$ cat src/rtl/mips_ex_config.svh
`ifndef MIPS_EX_CONFIG_SVH
`define MIPS_EX_CONFIG_SVH

// ====================
// datapath sizes
// ====================

// width of every data and address word in the stage
`define MIPS_EX_DATA_W 32

// register file address width, 32 registers
`define MIPS_EX_REG_AW 5

// branch offset is a word offset
`define MIPS_EX_BR_SHIFT 2

`endif

$ cat src/rtl/mips_ex_pkg.sv
`include "mips_ex_config.svh"

package mips_ex_pkg;

	// main alu operation from decode
	typedef enum logic [1:0] {
		op_add   = 2'b00,
		op_sub   = 2'b01,
		op_funct = 2'b10,
		op_other = 2'b11
	} alu_op_e;

	// alu control code, immediate ops drive it directly via the other field
	typedef enum logic [3:0] {
		ctrl_and = 4'b0000,
		ctrl_or  = 4'b0001,
		ctrl_add = 4'b0010,
		ctrl_xor = 4'b0011,
		ctrl_sll = 4'b0100,
		ctrl_srl = 4'b0101,
		ctrl_sub = 4'b0110,
		ctrl_slt = 4'b0111,
		ctrl_sra = 4'b1000,
		ctrl_lui = 4'b1001,
		ctrl_nor = 4'b1100
	} alu_ctrl_e;

	// ====================
	// stage payloads
	// ====================

	// all zero is a bubble for both structs
	typedef struct packed {
		logic                         regdst;
		logic                         alusrc;
		logic                         branch;
		logic                         memread;
		logic                         memwrite;
		logic                         memtoreg;
		logic                         regwrite;
		alu_op_e                      aluop;
		logic [3:0]                   other;
		logic [`MIPS_EX_DATA_W-1:0]   next_pc;
		logic [`MIPS_EX_DATA_W-1:0]   rs_data;
		logic [`MIPS_EX_DATA_W-1:0]   rt_data;
		logic [`MIPS_EX_DATA_W-1:0]   sign_ext;
		logic [`MIPS_EX_REG_AW-1:0]   rt_addr;
		logic [`MIPS_EX_REG_AW-1:0]   rd_addr;
	} id_ex_t;

	typedef struct packed {
		logic                         branch;
		logic                         memread;
		logic                         memwrite;
		logic                         memtoreg;
		logic                         regwrite;
		logic [`MIPS_EX_DATA_W-1:0]   branch_target;
		logic                         zero;
		logic [`MIPS_EX_DATA_W-1:0]   alu_result;
		logic [`MIPS_EX_DATA_W-1:0]   rt_data;
		logic [`MIPS_EX_REG_AW-1:0]   dest_addr;
	} ex_mem_t;

endpackage

$ cat src/rtl/alu_control.sv
`timescale 1ns/10ps

module alu_control (
	input  mips_ex_pkg::alu_op_e   i_alu_op,
	input  logic [5:0]             i_funct,
	input  logic [3:0]             i_other,
	output mips_ex_pkg::alu_ctrl_e o_alu_ctrl
);

	mips_ex_pkg::alu_ctrl_e funct_ctrl;

	// r-type function field decode
	always_comb begin
		case (i_funct)
			6'h20, 6'h21: funct_ctrl = mips_ex_pkg::ctrl_add;
			6'h22, 6'h23: funct_ctrl = mips_ex_pkg::ctrl_sub;
			6'h24:        funct_ctrl = mips_ex_pkg::ctrl_and;
			6'h25:        funct_ctrl = mips_ex_pkg::ctrl_or;
			6'h26:        funct_ctrl = mips_ex_pkg::ctrl_xor;
			6'h27:        funct_ctrl = mips_ex_pkg::ctrl_nor;
			6'h2a:        funct_ctrl = mips_ex_pkg::ctrl_slt;
			6'h00:        funct_ctrl = mips_ex_pkg::ctrl_sll;
			6'h02:        funct_ctrl = mips_ex_pkg::ctrl_srl;
			6'h03:        funct_ctrl = mips_ex_pkg::ctrl_sra;
			// unknown function falls back to add
			default:      funct_ctrl = mips_ex_pkg::ctrl_add;
		endcase
	end

	// main op select
	always_comb begin
		case (i_alu_op)
			mips_ex_pkg::op_add:   o_alu_ctrl = mips_ex_pkg::ctrl_add;
			mips_ex_pkg::op_sub:   o_alu_ctrl = mips_ex_pkg::ctrl_sub;
			mips_ex_pkg::op_funct: o_alu_ctrl = funct_ctrl;
			// immediate ops, other field is already a control code
			default:               o_alu_ctrl = mips_ex_pkg::alu_ctrl_e'(i_other);
		endcase
	end

endmodule

$ cat src/rtl/alu.sv
`timescale 1ns/10ps
`include "mips_ex_config.svh"

module alu (
	input  logic [`MIPS_EX_DATA_W-1:0] i_a,
	input  logic [`MIPS_EX_DATA_W-1:0] i_b,
	input  logic [4:0]                 i_shamt,
	input  mips_ex_pkg::alu_ctrl_e     i_alu_ctrl,
	output logic [`MIPS_EX_DATA_W-1:0] o_result,
	output logic                       o_zero
);

	localparam int half_w = `MIPS_EX_DATA_W / 2;

	logic [`MIPS_EX_DATA_W-1:0] result;

	// ====================
	// operation select
	// ====================
	always_comb begin
		case (i_alu_ctrl)
			mips_ex_pkg::ctrl_and: result = i_a & i_b;
			mips_ex_pkg::ctrl_or:  result = i_a | i_b;
			mips_ex_pkg::ctrl_xor: result = i_a ^ i_b;
			mips_ex_pkg::ctrl_nor: result = ~(i_a | i_b);
			mips_ex_pkg::ctrl_add: result = i_a + i_b;
			mips_ex_pkg::ctrl_sub: result = i_a - i_b;
			// signed compare, result is 1 or 0
			mips_ex_pkg::ctrl_slt: begin
				result = '0;
				result[0] = ($signed(i_a) < $signed(i_b));
			end
			// shifts act on operand b by shamt
			mips_ex_pkg::ctrl_sll: result = i_b << i_shamt;
			mips_ex_pkg::ctrl_srl: result = i_b >> i_shamt;
			mips_ex_pkg::ctrl_sra: result = $signed(i_b) >>> i_shamt;
			// low half of b moved up, low half cleared
			mips_ex_pkg::ctrl_lui: begin
				result = {i_b[half_w-1:0], {half_w{1'b0}}};
			end
			default:               result = '0;
		endcase
	end

	assign o_result = result;

	// zero flag for branch-equal
	assign o_zero = (result == '0);

endmodule

$ cat src/rtl/stage_reg.sv
`timescale 1ns/10ps

module stage_reg #(
	parameter type payload_t = logic [31:0]
) (
	input  logic     i_clk,
	input  logic     i_rst_n,
	input  logic     i_hold,
	input  logic     i_clear,
	input  payload_t i_d,
	output payload_t o_q
);

	payload_t q;

	// clear beats hold, a cleared stage is a bubble
	always_ff @(posedge i_clk or negedge i_rst_n) begin
		if (!i_rst_n) begin
			q <= '0;
		end else if (i_clear) begin
			q <= '0;
		end else if (!i_hold) begin
			q <= i_d;
		end
	end

	assign o_q = q;

endmodule

$ cat src/rtl/execute.sv
`timescale 1ns/10ps
`include "mips_ex_config.svh"

module execute (
	input  logic                       i_regdst,
	input  logic                       i_alusrc,
	input  mips_ex_pkg::alu_op_e       i_alu_op,
	input  logic [3:0]                 i_other,
	input  logic [`MIPS_EX_DATA_W-1:0] i_next_pc,
	input  logic [`MIPS_EX_DATA_W-1:0] i_rs_data,
	input  logic [`MIPS_EX_DATA_W-1:0] i_rt_data,
	input  logic [`MIPS_EX_DATA_W-1:0] i_sign_ext,
	input  logic [`MIPS_EX_REG_AW-1:0] i_rt_addr,
	input  logic [`MIPS_EX_REG_AW-1:0] i_rd_addr,
	output logic [`MIPS_EX_DATA_W-1:0] o_branch_target,
	output logic                       o_zero,
	output logic [`MIPS_EX_DATA_W-1:0] o_alu_result,
	output logic [`MIPS_EX_REG_AW-1:0] o_dest_addr
);

	logic [`MIPS_EX_DATA_W-1:0] operand_b;
	logic [`MIPS_EX_DATA_W-1:0] br_offset;
	logic [5:0]                 funct;
	logic [4:0]                 shamt;
	mips_ex_pkg::alu_ctrl_e     alu_ctrl;

	// ====================
	// muxes and adder
	// ====================

	// rt for r-type and branch, immediate for loads, stores and i-type
	assign operand_b = i_alusrc ? i_sign_ext : i_rt_data;

	// rd for r-type, rt otherwise
	assign o_dest_addr = i_regdst ? i_rd_addr : i_rt_addr;

	// funct and shamt live in the low bits of the immediate
	assign funct = i_sign_ext[5:0];
	assign shamt = i_sign_ext[10:6];

	// word offset to byte offset
	assign br_offset = i_sign_ext << `MIPS_EX_BR_SHIFT;
	assign o_branch_target = i_next_pc + br_offset;

	// ====================
	// alu
	// ====================
	alu_control u_alu_control (
		.i_alu_op   (i_alu_op),
		.i_funct    (funct),
		.i_other    (i_other),
		.o_alu_ctrl (alu_ctrl)
	);

	alu u_alu (
		.i_a        (i_rs_data),
		.i_b        (operand_b),
		.i_shamt    (shamt),
		.i_alu_ctrl (alu_ctrl),
		.o_result   (o_alu_result),
		.o_zero     (o_zero)
	);

endmodule

$ cat src/rtl/ex_stage_top.sv
`timescale 1ns/10ps
`include "mips_ex_config.svh"

module ex_stage_top (
	input  logic                       i_clk,
	input  logic                       i_rst_n,
	input  logic                       i_stall,
	input  logic                       i_flush,
	input  logic                       i_regdst,
	input  logic                       i_alusrc,
	input  logic                       i_branch,
	input  logic                       i_memread,
	input  logic                       i_memwrite,
	input  logic                       i_memtoreg,
	input  logic                       i_regwrite,
	input  mips_ex_pkg::alu_op_e       i_alu_op,
	input  logic [3:0]                 i_other,
	input  logic [`MIPS_EX_DATA_W-1:0] i_next_pc,
	input  logic [`MIPS_EX_DATA_W-1:0] i_rs_data,
	input  logic [`MIPS_EX_DATA_W-1:0] i_rt_data,
	input  logic [`MIPS_EX_DATA_W-1:0] i_sign_ext,
	input  logic [`MIPS_EX_REG_AW-1:0] i_rt_addr,
	input  logic [`MIPS_EX_REG_AW-1:0] i_rd_addr,
	output logic                       o_branch,
	output logic                       o_memread,
	output logic                       o_memwrite,
	output logic                       o_memtoreg,
	output logic                       o_regwrite,
	output logic [`MIPS_EX_DATA_W-1:0] o_branch_target,
	output logic                       o_zero,
	output logic [`MIPS_EX_DATA_W-1:0] o_alu_result,
	output logic [`MIPS_EX_DATA_W-1:0] o_rt_data,
	output logic [`MIPS_EX_REG_AW-1:0] o_dest_addr
);

	mips_ex_pkg::id_ex_t  id_ex_d;
	mips_ex_pkg::id_ex_t  id_ex_q;
	mips_ex_pkg::ex_mem_t ex_mem_d;
	mips_ex_pkg::ex_mem_t ex_mem_q;

	logic [`MIPS_EX_DATA_W-1:0] ex_branch_target;
	logic                       ex_zero;
	logic [`MIPS_EX_DATA_W-1:0] ex_alu_result;
	logic [`MIPS_EX_REG_AW-1:0] ex_dest_addr;

	// ====================
	// id/ex register
	// ====================
	assign id_ex_d = '{
		regdst:   i_regdst,
		alusrc:   i_alusrc,
		branch:   i_branch,
		memread:  i_memread,
		memwrite: i_memwrite,
		memtoreg: i_memtoreg,
		regwrite: i_regwrite,
		aluop:    i_alu_op,
		other:    i_other,
		next_pc:  i_next_pc,
		rs_data:  i_rs_data,
		rt_data:  i_rt_data,
		sign_ext: i_sign_ext,
		rt_addr:  i_rt_addr,
		rd_addr:  i_rd_addr
	};

	// stall holds the stage, flush turns it into a bubble
	stage_reg #(
		.payload_t (mips_ex_pkg::id_ex_t)
	) u_id_ex (
		.i_clk   (i_clk),
		.i_rst_n (i_rst_n),
		.i_hold  (i_stall),
		.i_clear (i_flush),
		.i_d     (id_ex_d),
		.o_q     (id_ex_q)
	);

	// ====================
	// execute
	// ====================
	execute u_execute (
		.i_regdst        (id_ex_q.regdst),
		.i_alusrc        (id_ex_q.alusrc),
		.i_alu_op        (id_ex_q.aluop),
		.i_other         (id_ex_q.other),
		.i_next_pc       (id_ex_q.next_pc),
		.i_rs_data       (id_ex_q.rs_data),
		.i_rt_data       (id_ex_q.rt_data),
		.i_sign_ext      (id_ex_q.sign_ext),
		.i_rt_addr       (id_ex_q.rt_addr),
		.i_rd_addr       (id_ex_q.rd_addr),
		.o_branch_target (ex_branch_target),
		.o_zero          (ex_zero),
		.o_alu_result    (ex_alu_result),
		.o_dest_addr     (ex_dest_addr)
	);

	// ====================
	// ex/mem register
	// ====================

	// memory and write-back controls ride along unchanged
	assign ex_mem_d = '{
		branch:        id_ex_q.branch,
		memread:       id_ex_q.memread,
		memwrite:      id_ex_q.memwrite,
		memtoreg:      id_ex_q.memtoreg,
		regwrite:      id_ex_q.regwrite,
		branch_target: ex_branch_target,
		zero:          ex_zero,
		alu_result:    ex_alu_result,
		rt_data:       id_ex_q.rt_data,
		dest_addr:     ex_dest_addr
	};

	stage_reg #(
		.payload_t (mips_ex_pkg::ex_mem_t)
	) u_ex_mem (
		.i_clk   (i_clk),
		.i_rst_n (i_rst_n),
		.i_hold  (i_stall),
		.i_clear (i_flush),
		.i_d     (ex_mem_d),
		.o_q     (ex_mem_q)
	);

	assign o_branch        = ex_mem_q.branch;
	assign o_memread       = ex_mem_q.memread;
	assign o_memwrite      = ex_mem_q.memwrite;
	assign o_memtoreg      = ex_mem_q.memtoreg;
	assign o_regwrite      = ex_mem_q.regwrite;
	assign o_branch_target = ex_mem_q.branch_target;
	assign o_zero          = ex_mem_q.zero;
	assign o_alu_result    = ex_mem_q.alu_result;
	assign o_rt_data       = ex_mem_q.rt_data;
	assign o_dest_addr     = ex_mem_q.dest_addr;

endmodule

$ cat config.mk
export PLATFORM = sky130hd
export DESIGN_NAME = ex_stage_top
export DESIGN_NICKNAME = d
export VERILOG_FILES = /design/src/rtl/mips_ex_pkg.sv /design/src/rtl/alu_control.sv /design/src/rtl/alu.sv /design/src/rtl/stage_reg.sv /design/src/rtl/execute.sv /design/src/rtl/ex_stage_top.sv
export VERILOG_INCLUDE_DIRS = /design/src /design/src/rtl
export SDC_FILE = /design/constraint.sdc
export NUM_CORES = 1
export LEC_CHECK = 0
export ABC_AREA = 1
export BUFFER_PORTS_ARGS = -buffer_cell sky130_fd_sc_hd__buf_2
export CORE_ASPECT_RATIO = 1.2
export CORE_MARGIN = 2
export CORE_UTILIZATION = 49
export DETAILED_ROUTE_END_ITERATION = 8
export PLACE_DENSITY = 0.67
export SYNTH_ARGS = -nofsm -noshare
export SYNTH_HDL_FRONTEND = slang
export SYNTH_HIERARCHICAL = 1
export SYNTH_SLANG_ARGS = --single-unit
$ cat constraint.sdc
create_clock -name i_clk -period 3.8 [get_ports i_clk]
set_clock_uncertainty 0.15 [all_clocks]
set_input_delay 0.38 -clock i_clk [delete_from_list [all_inputs] [get_ports i_clk]]
set_output_delay 0.38 -clock i_clk [all_outputs]
set_load 0.01 [all_outputs]
* Yosys cells after proc, flatten, opt, wreduce, memory -nomap -nowiden
Index checks and enable logic that the tools add are counted.
** Cells by class
- Add/subtract/negate cells :: 3
- Mux-type cells :: 9
- Order comparisons :: 1
- Reductions and logical operators :: 5
- Eq/ne operators :: 22
- Shift-type cells :: 3
- Bitwise gates (word level) :: 4
** Operators with widths (number)
- case mux 32 bit (11 select lines) :: 1
- two-way mux 151 bit :: 2
- two-way mux 107 bit :: 2
- adder 32 bit :: 2
- equality test 6 bit, second input constant :: 7
- case mux 4 bit (9 select lines) :: 1
- bitwise AND 32 bit :: 1
- zero test 32 bit :: 1
- less-than comparator 32 bit :: 1
- two-way mux 32 bit :: 1
- inverter 32 bit :: 1
- OR 32 bit :: 1
- left shift 32 x 5 -> 32 bit :: 1
- right shift 32 x 5 -> 32 bit :: 1
- >>> shifter 32 x 5 -> 32 bit :: 1
- subtractor 32 bit :: 1
- bitwise XOR 32 bit :: 1
- equality test 4 x 3 -> 1 bit, second input constant :: 4
- equality test 4 bit, second input constant :: 3
- equality test 6 x 2 -> 1 bit, second input constant :: 2
- case mux 4 bit (3 select lines) :: 1
- equality test 4 x 2 -> 1 bit, second input constant :: 2
- zero test 6 bit :: 1
- two-way mux 5 bit :: 1
- 7 further kinds :: 7
** Storage, ports and cells
- Output and inout bits :: 107
- Logic and storage cells :: 72
- Register bits :: 258

* Longest topological paths before layout
Gate-level depths: netlist of run 1.
- Depth in word-level cells :: 9
- Depth in mapped cells :: 29

* Cells and area by module
Netlist of run 1, hierarchy kept.
** Modules (own cells, without submodules)
- alu :: times used 1, seq. area each 0.0 sq um, area an instance 10704.0 sq um, cells an instance 2317
- stage_reg (u_id_ex) :: times used 1, seq. area each 3778.6 sq um, area an instance 5982.0 sq um, cells an instance 655
- stage_reg (u_ex_mem) :: times used 1, seq. area each 2677.6 sq um, area an instance 4236.6 sq um, cells an instance 464
- execute :: times used 1, seq. area each 0.0 sq um, area an instance 2695.1 sq um, cells an instance 488
- alu_control :: times used 1, seq. area each 0.0 sq um, area an instance 245.2 sq um, cells an instance 50

* Worst setup path before layout of run 1
Ideal clock, no wire load.
- Path kind :: register to register
- From :: register u_id_ex.q, in the netlist u_id_ex/o_q[149]
- To :: register u_ex_mem.q, in the netlist u_ex_mem/o_q[69]
- Buffers on the path :: 3
- Cell stages (with the launch flop) :: 24
- Setup slack :: 0.631 ns
- Arrival time :: 2.954 ns
- Cells stage by stage :: dfrtp_1 -> clkbuf_1 -> buf_2 -> mux2_2 -> inv_1 -> ha_1 -> buf_2 -> nor2_1 -> inv_1 -> nor2_1 -> and2_1 -> and2_1 -> nand2_1 -> nand2_1 -> nand2_1 -> nand3_1 -> nand3_1 -> nor2_1 -> nand2_1 -> nor2_1 -> nand2_1 -> nor2_1 -> nand2_1 -> nand2_1
** On the way
- Elaborated cells on any way between the ends :: 15
** RTL lines
- start: declaration :: RTL line stage_reg.sv:14 : payload_t q;
- start signal: assignment :: RTL line stage_reg.sv:23 : q <= i_d;
- two-way mux 32 bit * :: RTL line execute.sv:32 : assign operand_b = i_alusrc ? i_sign_ext : i_rt_data;
- via u_execute.operand_b[19] :: RTL line execute.sv:21 : logic [`MIPS_EX_DATA_W-1:0] operand_b;
- subtractor 32 bit, or another cell as far along :: RTL line alu.sv:27 : mips_ex_pkg::ctrl_sub: result = i_a - i_b;
- case mux 32 bit (11 select lines) * :: RTL line alu.sv:21 : case (i_alu_ctrl)
- via ex_alu_result[29] :: RTL line ex_stage_top.sv:43 : logic [`MIPS_EX_DATA_W-1:0] ex_alu_result;
- zero test 32 bit * :: RTL line alu.sv:48 : assign o_zero = (result == '0);
- via ex_zero :: RTL line ex_stage_top.sv:42 : logic ex_zero;
- two-way mux 107 bit * :: RTL line stage_reg.sv:22 : end else if (!i_hold) begin
- two-way mux 107 bit * :: RTL line stage_reg.sv:20 : end else if (i_clear) begin
- end signal: assignment :: RTL line stage_reg.sv:23
- end: declaration :: RTL line stage_reg.sv:14
The timed path passes the listed nets; every way through them passes the cells marked *. The select of a mux whose other input is x is not followed.
A chain may end at the register's enable or synchronous reset.

* Worst setup path in the final report of run 1
Same ends and word-level chain as after synthesis.

==> flow_summary.ini, run 1 <==
[drt]
dr_wl_met2_um = 55900
drc = 0
top_layer = met4
drtPass1Iterations = 7
routedWlPerCell_um = 23.8
ant_nets = 0
wl_met1_um = 42400
drt_iter0_markers = 3682
vias = 30400
wl_met3_um = 11100
totalWireLength_um = 123000
viasPerCell = 5.87

[worst_setup_path]
end_kind = flop
cp_max_fo = 12
cp.arrival_ns = 4.05
startpoint_type = flop
crit_type = reg2reg
crit_required_ns = 4.20

[finish]
utilization_pct = 62.9
final_cells = 5184
fillCellCount = 4478
drive_gt1_share_pct = 18.0
register_area_sq_mm = 0.00646
multiInputGateArea_sq_mm = 0.0151
area_growth_pct = 26.9
fin_nets = 4816

[timing]
post-route-period-util_pct = 96.1
fmax_ghz = 0.274
setup_tns_ns = 0
slew_violations = 0
hold_viol_final = 0
setup_violations = 0
finalCriticalPeriod_ns = 3.65
slew_headroom_pct = 32.2
tightest_slew_ns = 1.02

[placement]
dp.cells = 4981
gp_congestion = 1.13
dp_hpwl_um = 91700
port_buffers = 261

[floorplanning]
dieArea_sq_mm = 0.0505
num_io_pins = 262
die_w_um = 205
placementRows = 88
fp.coreArea_sq_mm = 0.0481
start_util_pct = 49.6
dieHeight_um = 246

[logic_synthesis]
synth_commonest_cells = 1606 x nand2_1, 691 x nand3_1, 426 x inv_1
synth_edf_count = 0
synth_warnings = 6
yosys-top-cells-area = dfrtp_1 27%, nand2_1 25%, nand3_1 14%
synthArstFlopShare_pct = 100
synth_most_common_cell = nand2_1
yosysUniqueCellTypes = 46
synth_top_area_share_pct = 27.1
ys_ff_latch = 258
synth_cells = 3974
seq_area_frac_synth_pct = 27.1
syn_nets = 4259
yosysTopAreaCell = dfrtp_1
syn-cell-area_sq_mm = 0.0239
avgSynthCellArea_sq_um = 6.00
synthFlopType = dfrtp_1

[clock_tree]
path_clk_slew_ns = 0.09
clockBufferDepth = 3
cts_tree = done
htree_levels = 1
clk_latency_ns = 0.60
cts_made_buffers = 27
numClockSinks = 258
root_buffer = clkbuf_16

[pwr]
p_per_area_mw_per_mm2 = 315
power_leakage_nw = 17.5
peakVddDrop_uv = 362

[global_route]
antenna_found_initial = 6
grt_max_degree = 175
grt_overflow = 0
grt_pass1_vias = 29600
track_usage_pct = 48.4
grt_pass1_wl_um = 181000

[min_path]
holdCritPathClass = in2reg

[flow_run]
cap_violations = 0

[outcome]
status = completed
==> metal layers <==
layer | up-vias | track usage (%)
met5 | - | 0
met4 | 0 | 44.2
met2 | 2137 | 78.8
met1 | 13900 | 53.8
met3 | 670 | 8.56
li1 | 13700 | -
==> registers in the layout, indices dropped and copies added, names as in the netlist <==
name	cells
u_ex_mem/o_q	107
u_id_ex/o_q	151
==> logic make-up (layout without fill, tap and decap cells) <==
family | after synthesis | count (layout) | synth area share [%]
flops | 258 | 258 | 27.1
buf+inv | 632 | 1209 | 11.1
compound gates | 216 | 216 | 5.07
xor+xnor | 19 | 19 | 0.697
mux | 36 | 36 | 1.70
other cells | 0 | 3 | 0
fa+ha+maj | 130 | 130 | 6.91
simple gates | 2683 | 2683 | 47.4
==> area by class of cell <==
type                            instances  share of cell area, %
Inverter                              448                   5.57
Antenna cell                            3                 0.0248
Multi-Input combinational cell       3084                   50.0
Timing Repair Buffer                  712                   17.5
Sequential cell                       258                   21.3
Tap cell                              630                   2.60
Clock inverter                         12                  0.368
Clock buffer                           37                   2.55
==> through the flow <==
| stage | setup WS, ns | power (W) | cell area, sq um | hold WS (ns) |
|---|---|---|---|---|
| after floorplan | 0.631 | 0.00482 | 23900 | -0.0656 |
| after global placement | -0.217 | 0.00643 | 27500 | 0.279 |
| after detailed placement | -0.203 | 0.00642 | 27500 | 0.279 |
| after CTS | 0.0191 | 0.00924 | 29900 | 0.0000679 |
| after global routing | -0.0121 | 0.00991 | 30300 | 0.0137 |
| final | 0.148 | 0.00954 | 30300 | 0.0403 |
==> final timing paths <==
path | startpoint | end | slack (ns) | depth (start not counted)
hold / removal | i_next_pc[3] | u_id_ex/o_q[109]$_DFFE_PN0P_ | 0.04 | 3
setup reg to reg | u_id_ex/o_q[149]$_DFFE_PN0P_ | u_ex_mem/o_q[69]$_DFFE_PN0P_ | 0.15 | 24
setup / recovery | u_id_ex/o_q[149]$_DFFE_PN0P_ | u_ex_mem/o_q[69]$_DFFE_PN0P_ | 0.15 | 24
max in group asynchronous | i_rst_n | u_id_ex/o_q[80]$_DFFE_PN0P_ | 2.30 | 3
min in group asynchronous | i_rst_n | u_ex_mem/o_q[80]$_DFFE_PN0P_ | 0.30 | 2
hold reg to reg | u_id_ex/o_q[144]$_DFFE_PN0P_ | u_ex_mem/o_q[102]$_DFFE_PN0P_ | 0.34 | 2
==> power by group <==
group / switching (W) / internal (W)
logic: 0.00241 / 0.00132
registers: 0.000151 / 0.00291
clock network: 0.00126 / 0.00151
total: 0.00382 / 0.00573
==> timing repair <==
| item | in CTS | in global routing |
|---|---|---|
| pin swaps | 0 | 3 |
| hold buffers | 149 | 0 |
| endpoints found under the hold margin | 232 | 0 |
| setup endpoints to repair | 2 | 3 |
| gates resized for setup | 3 | 108 |
| buffers inserted | 0 | 2 |
==> cell usage in the layout, fill, tap and decap left out, types with 14 or more instances in the layout <==
| master | Yosys | final |
|---|---|---|
| a21oi_1 | 90 | 85 |
| and2_1 | 16 | 14 |
| buf_12 | 0 | 18 |
| buf_2 | 93 | 259 |
| buf_4 | 14 | 283 |
| clkbuf_16 | 0 | 27 |
| dfrtp_1 | 258 | 255 |
| dlygate4sd3_1 | 0 | 149 |
| ha_1 | 127 | 108 |
| ha_2 | 0 | 16 |
| inv_1 | 426 | 421 |
| inv_2 | 21 | 24 |
| mux2_2 | 36 | 35 |
| nand2_1 | 1606 | 1596 |
| nand2_2 | 25 | 35 |
| nand3_1 | 691 | 676 |
| nand3_2 | 7 | 19 |
| nand4_1 | 33 | 33 |
| nor2_1 | 260 | 232 |
| nor2_2 | 12 | 32 |
| nor2_4 | 6 | 14 |
| nor3_1 | 17 | 14 |
| o21ai_0 | 54 | 51 |
| o22ai_1 | 32 | 31 |
| xor2_1 | 15 | 14 |
==> worst max-delay path, stage by stage, from the launching register on <==
cell and delay, ns:
dfrtp_1 0.37, buf_12 0.16, mux2_2 0.43, inv_1 0.14, ha_1 0.28, nor2_2 0.23, buf_4 0.15, nand3_1 0.09
nand3b_1 0.11, buf_4 0.18, nand2_1 0.06, nand2_1 0.11, buf_4 0.15, nand2_1 0.07, nand3_1 0.07, nand2_1 0.06
nand3_2 0.13, nand3_1 0.11, nor2_1 0.13, nand2_1 0.06, nor2_1 0.12, nand2_1 0.07, nor2_1 0.08, nand2_1 0.06
nand2_1 0.05
No activity file was read; power rests on OpenSTA's default activity.
==> inputs of run 2 (changes only) <==
Settings changed: CORE_UTILIZATION 49 to 60, PLACE_DENSITY 0.67 to 0.79.
==> run 2 against run 1 <==
Synthesized cell count did not move. The run now fails in global routing (5_1_grt). Synthesized area unchanged.
==> flow_summary.ini, run 2 <==
[outcome]
status = did not finish
stop_stage = global routing (5_1_grt)
error = [ERROR GRT-0232] Routing congestion too high. Check the congestion heatmap in the GUI.

[timing]
endpoint_type = sequential cell input
crit_endpoint = u_ex_mem/o_q[69]$_DFFE_PN0P_/D

[clock_tree]
post-cts-setup-buffer-count = 0
numClockSinks = 258
cts_made_buffers = 26
clockBufferDepth = 3
root_buffer = clkbuf_16
htree_levels = 1

[logic_synthesis]
yosysTopAreaCell = dfrtp_1
syn_nets = 4259
synth_edf_count = 0
syn-cell-area_sq_mm = 0.0239
synthFlopType = dfrtp_1
seq_area_frac_synth_pct = 27.1
synth_most_common_cell = nand2_1
avgSynthCellArea_sq_um = 6.00
synth_commonest_cells = 1606 x nand2_1, 691 x nand3_1, 426 x inv_1
synth_cells = 3974
synth_top_area_share_pct = 27.1
ys_ff_latch = 258
synthArstFlopShare_pct = 100
yosys-top-cells-area = dfrtp_1 27%, nand2_1 25%, nand3_1 14%
yosysUniqueCellTypes = 46
synth_warnings = 6

[global_route]
grt_max_degree = 178
track_usage_pct = 66.3
grt_overflow = 6

[placement]
gp_congestion = 1.23
dp_hpwl_um = 82800
port_buffers = 261
dp.cells = 4861

[floorplanning]
dieHeight_um = 222
placementRows = 80
num_io_pins = 262
start_util_pct = 60.4
die_w_um = 186
## run 2: logic make-up after synthesis
family                   synth area share (%)
flip-flops                               27.1
multiplexers                             1.70
AO/OA/AOI/OAI                            5.07
XOR/XNOR                                0.697
adder cells (fa/ha/maj)                  6.91
buffers and inverters                    11.1
AND/OR/NAND/NOR                          47.4
## run 2: layer usage
layer  overflow  global-route usage (%)
met1          0                    70.2
met2          2                    87.9
met3          0                    39.8
met4          4                    64.9
met5          0                    4.00
## run 2: what timing repair did
action,CTS
setup endpoints to repair,1
hold buffers,152
endpoints found under the hold margin,249
gates resized for setup,2
## run 2: stage by stage
step	setup slack, ns	area [sq um]
4_1_cts	0.0482	29600
3_5_place_dp	-0.0506	27200
3_3_place_gp	-0.0179	27200
2_1_floorplan	0.631	23900
==> inputs of run 3 (changes only) <==
Settings changed: CORE_ASPECT_RATIO 1.2 to unset, CORE_UTILIZATION 60 to 40, PLACE_DENSITY 0.79 to unset, PLACE_DENSITY_LB_ADDON set to 0.15.
==> run 3 against run 2 <==
The flow now finishes without violations.
==> flow_summary.ini, run 3 (synthesis gave the netlist of run 1 again) <==
[drt]
dr_wl_met2_um = 53400
routedWlPerCell_um = 22.6
totalWireLength_um = 120000
ant_nets = 0
viasPerCell = 5.41
drt_iter0_markers = 2954
drtPass1Iterations = 6
wl_met1_um = 48800
drc = 0
top_layer = met4
wl_met3_um = 9790
vias = 28700

[timing]
fmax_ghz = 0.272
tightest_slew_ns = 1.00
finalCriticalPeriod_ns = 3.67
slew_violations = 0
setup_violations = 0
hold_ws_ns = 0.138
post-route-period-util_pct = 96.6
slew_headroom_pct = 33.1
hold_viol_final = 0

[pwr]
peakVddDrop_uv = 311
power_switching_w = 0.00385
swShare_pct = 39.7
comb_power_share_pct = 39.0
power_leakage_nw = 17.6
clock_power_share_pct = 29.5
intPower_w = 0.00586
seqPwrFrac_pct = 31.6
p_per_area_mw_per_mm2 = 316

[worst_setup_path]
r2r_setup_slack_ns = 0.13
cp_max_fo = 8
cp_slowest_cell = dfrtp_1
critPathMostFrequentCell = nand2_1
cp_slowest_stage_delay_ns = 0.43
startpoint_type = flop
end_kind = flop
critical_path_depth = 19
critPathTopFamily = simple AND/OR/NAND/NOR gates
rr_worst_depth = 19
critical_path.cell_chain = buf_12, buf_12, mux2_2, buf_4, nand2_1, nand3_1, nand3_1, nand2_1, o21ai_1, nor2_1, nor2_1, nand3_1, nor2_1, nand2_1, nor2_1, nand2_1, nor2_1, nand2_1, nand2_1
crit_required_ns = 4.18
crit_type = reg2reg
critPathBufInv = 3
cp.arrival_ns = 4.05

[clock_tree]
clockBufferDepth = 3
clk_latency_ns = 0.59
path_clk_slew_ns = 0.07
htree_levels = 1
root_buffer = clkbuf_16
cts_made_buffers = 29
numClockSinks = 258
cts_tree = done

[global_route]
track_usage_pct = 38.5
grt_max_degree = 140
antenna_found_initial = 0
grt_pass1_wl_um = 176000
grt_overflow = 0
grt_pass1_vias = 27600

[finish]
insertedDiodeCount = 0
fin_nets = 4805
largest_register_ff_count = 151
drive_gt1_share_pct = 18.6
final_common_cell = nand2_1
final_cell_mix = 1587 x nand2_1, 675 x nand3_1, 417 x inv_1
final_area_sq_mm = 0.0308
area_growth_pct = 29.0
fillCellCount = 6132

[floorplanning]
placementRows = 89
dieArea_sq_mm = 0.0616
fp.coreArea_sq_mm = 0.0590
num_io_pins = 262
start_util_pct = 40.4
dieHeight_um = 248
die_w_um = 248

[placement]
dp_hpwl_um = 95400
port_buffers = 261
gp_congestion = 1.08
place_area_sq_mm = 0.0276

[min_path]
holdCritPathClass = in2reg
hold_depth = 4

[flow_run]
cap_violations = 0

[outcome]
status = completed
==> run 3: what timing repair did <==
| item | 4_1_cts | 5_1_grt |
|---|---|---|
| pin swaps | 0 | 13 |
| resized for setup | 12 | 171 |
| buffers inserted | 2 | 3 |
| hold buffers | 152 | 0 |
| endpoints found under the hold margin | 220 | 0 |
| endpoints found under the setup margin | 3 | 5 |
==> run 3: area by class of cell <==
class	instances	area [sq um]	area share, %
Clock buffer	33	761	2.47
Timing Repair Buffer	699	5310	17.2
Clock inverter	21	189	0.614
Tap cell	773	967	3.14
Inverter	448	1690	5.49
Sequential cell	258	6460	21.0
Multi-Input combinational cell	3084	15400	50.0
==> run 3: worst paths after layout <==
kind,end,startpoint
worst max-delay path,u_ex_mem/o_q[69]$_DFFE_PN0P_,u_id_ex/o_q[149]$_DFFE_PN0P_
worst min-delay path,u_id_ex/o_q[127]$_DFFE_PN0P_,i_flush
worst max register to register,u_ex_mem/o_q[69]$_DFFE_PN0P_,u_id_ex/o_q[149]$_DFFE_PN0P_
worst min register to register,u_ex_mem/o_q[102]$_DFFE_PN0P_,u_id_ex/o_q[144]$_DFFE_PN0P_
max in group asynchronous,u_id_ex/o_q[17]$_DFFE_PN0P_,i_rst_n
min in group asynchronous,u_ex_mem/o_q[95]$_DFFE_PN0P_,i_rst_n
==> run 3: power by group through the flow <==
| stage | combinational, W | clock (W) | sequential, W |
|---|---|---|---|
| detailed placement | 0.00336 | 0 | 0.00311 |
| global route | 0.00405 | 0.00301 | 0.00308 |
| global placement | 0.00338 | 0 | 0.00311 |
| CTS | 0.00351 | 0.00289 | 0.00306 |
| floorplan | 0.00174 | 0 | 0.00309 |
| finish | 0.00378 | 0.00286 | 0.00306 |
==> run 3: metal layers <==
layer / GRT usage [%] / up-vias
met4: 22.0 / 0
met1: 50.0 / 13300
met5: 0 / -
li1: - / 13700
met3: 5.76 / 303
met2: 61.2 / 1470
==> run 3: per-stage QoR <==
| step | TNS, ns | instances | setup WS [ns] | power, W | utilization [%] |
|---|---|---|---|---|---|
| floorplan | 0 | 3974 | 0.631 | 0.00482 | - |
| global placement | -0.778 | 5105 | -0.507 | 0.00649 | 46.7 |
| detailed placement | -0.674 | 5105 | -0.448 | 0.00646 | 46.7 |
| CTS | 0 | 5313 | 0.00206 | 0.00946 | 51.0 |
| global route | -0.0351 | 5316 | -0.0351 | 0.0101 | 52.1 |
| finish | 0 | 5316 | 0.129 | 0.00971 | 52.1 |
==> run 3: worst reg2reg max path, delay by kind of cell (launching register included) <==
kind / cells / cell delay, ns
buf+inv: 3 / 0.54
mux: 1 / 0.42
simple gates: 14 / 1.70
compound gates: 1 / 0.37
flops: 1 / 0.43
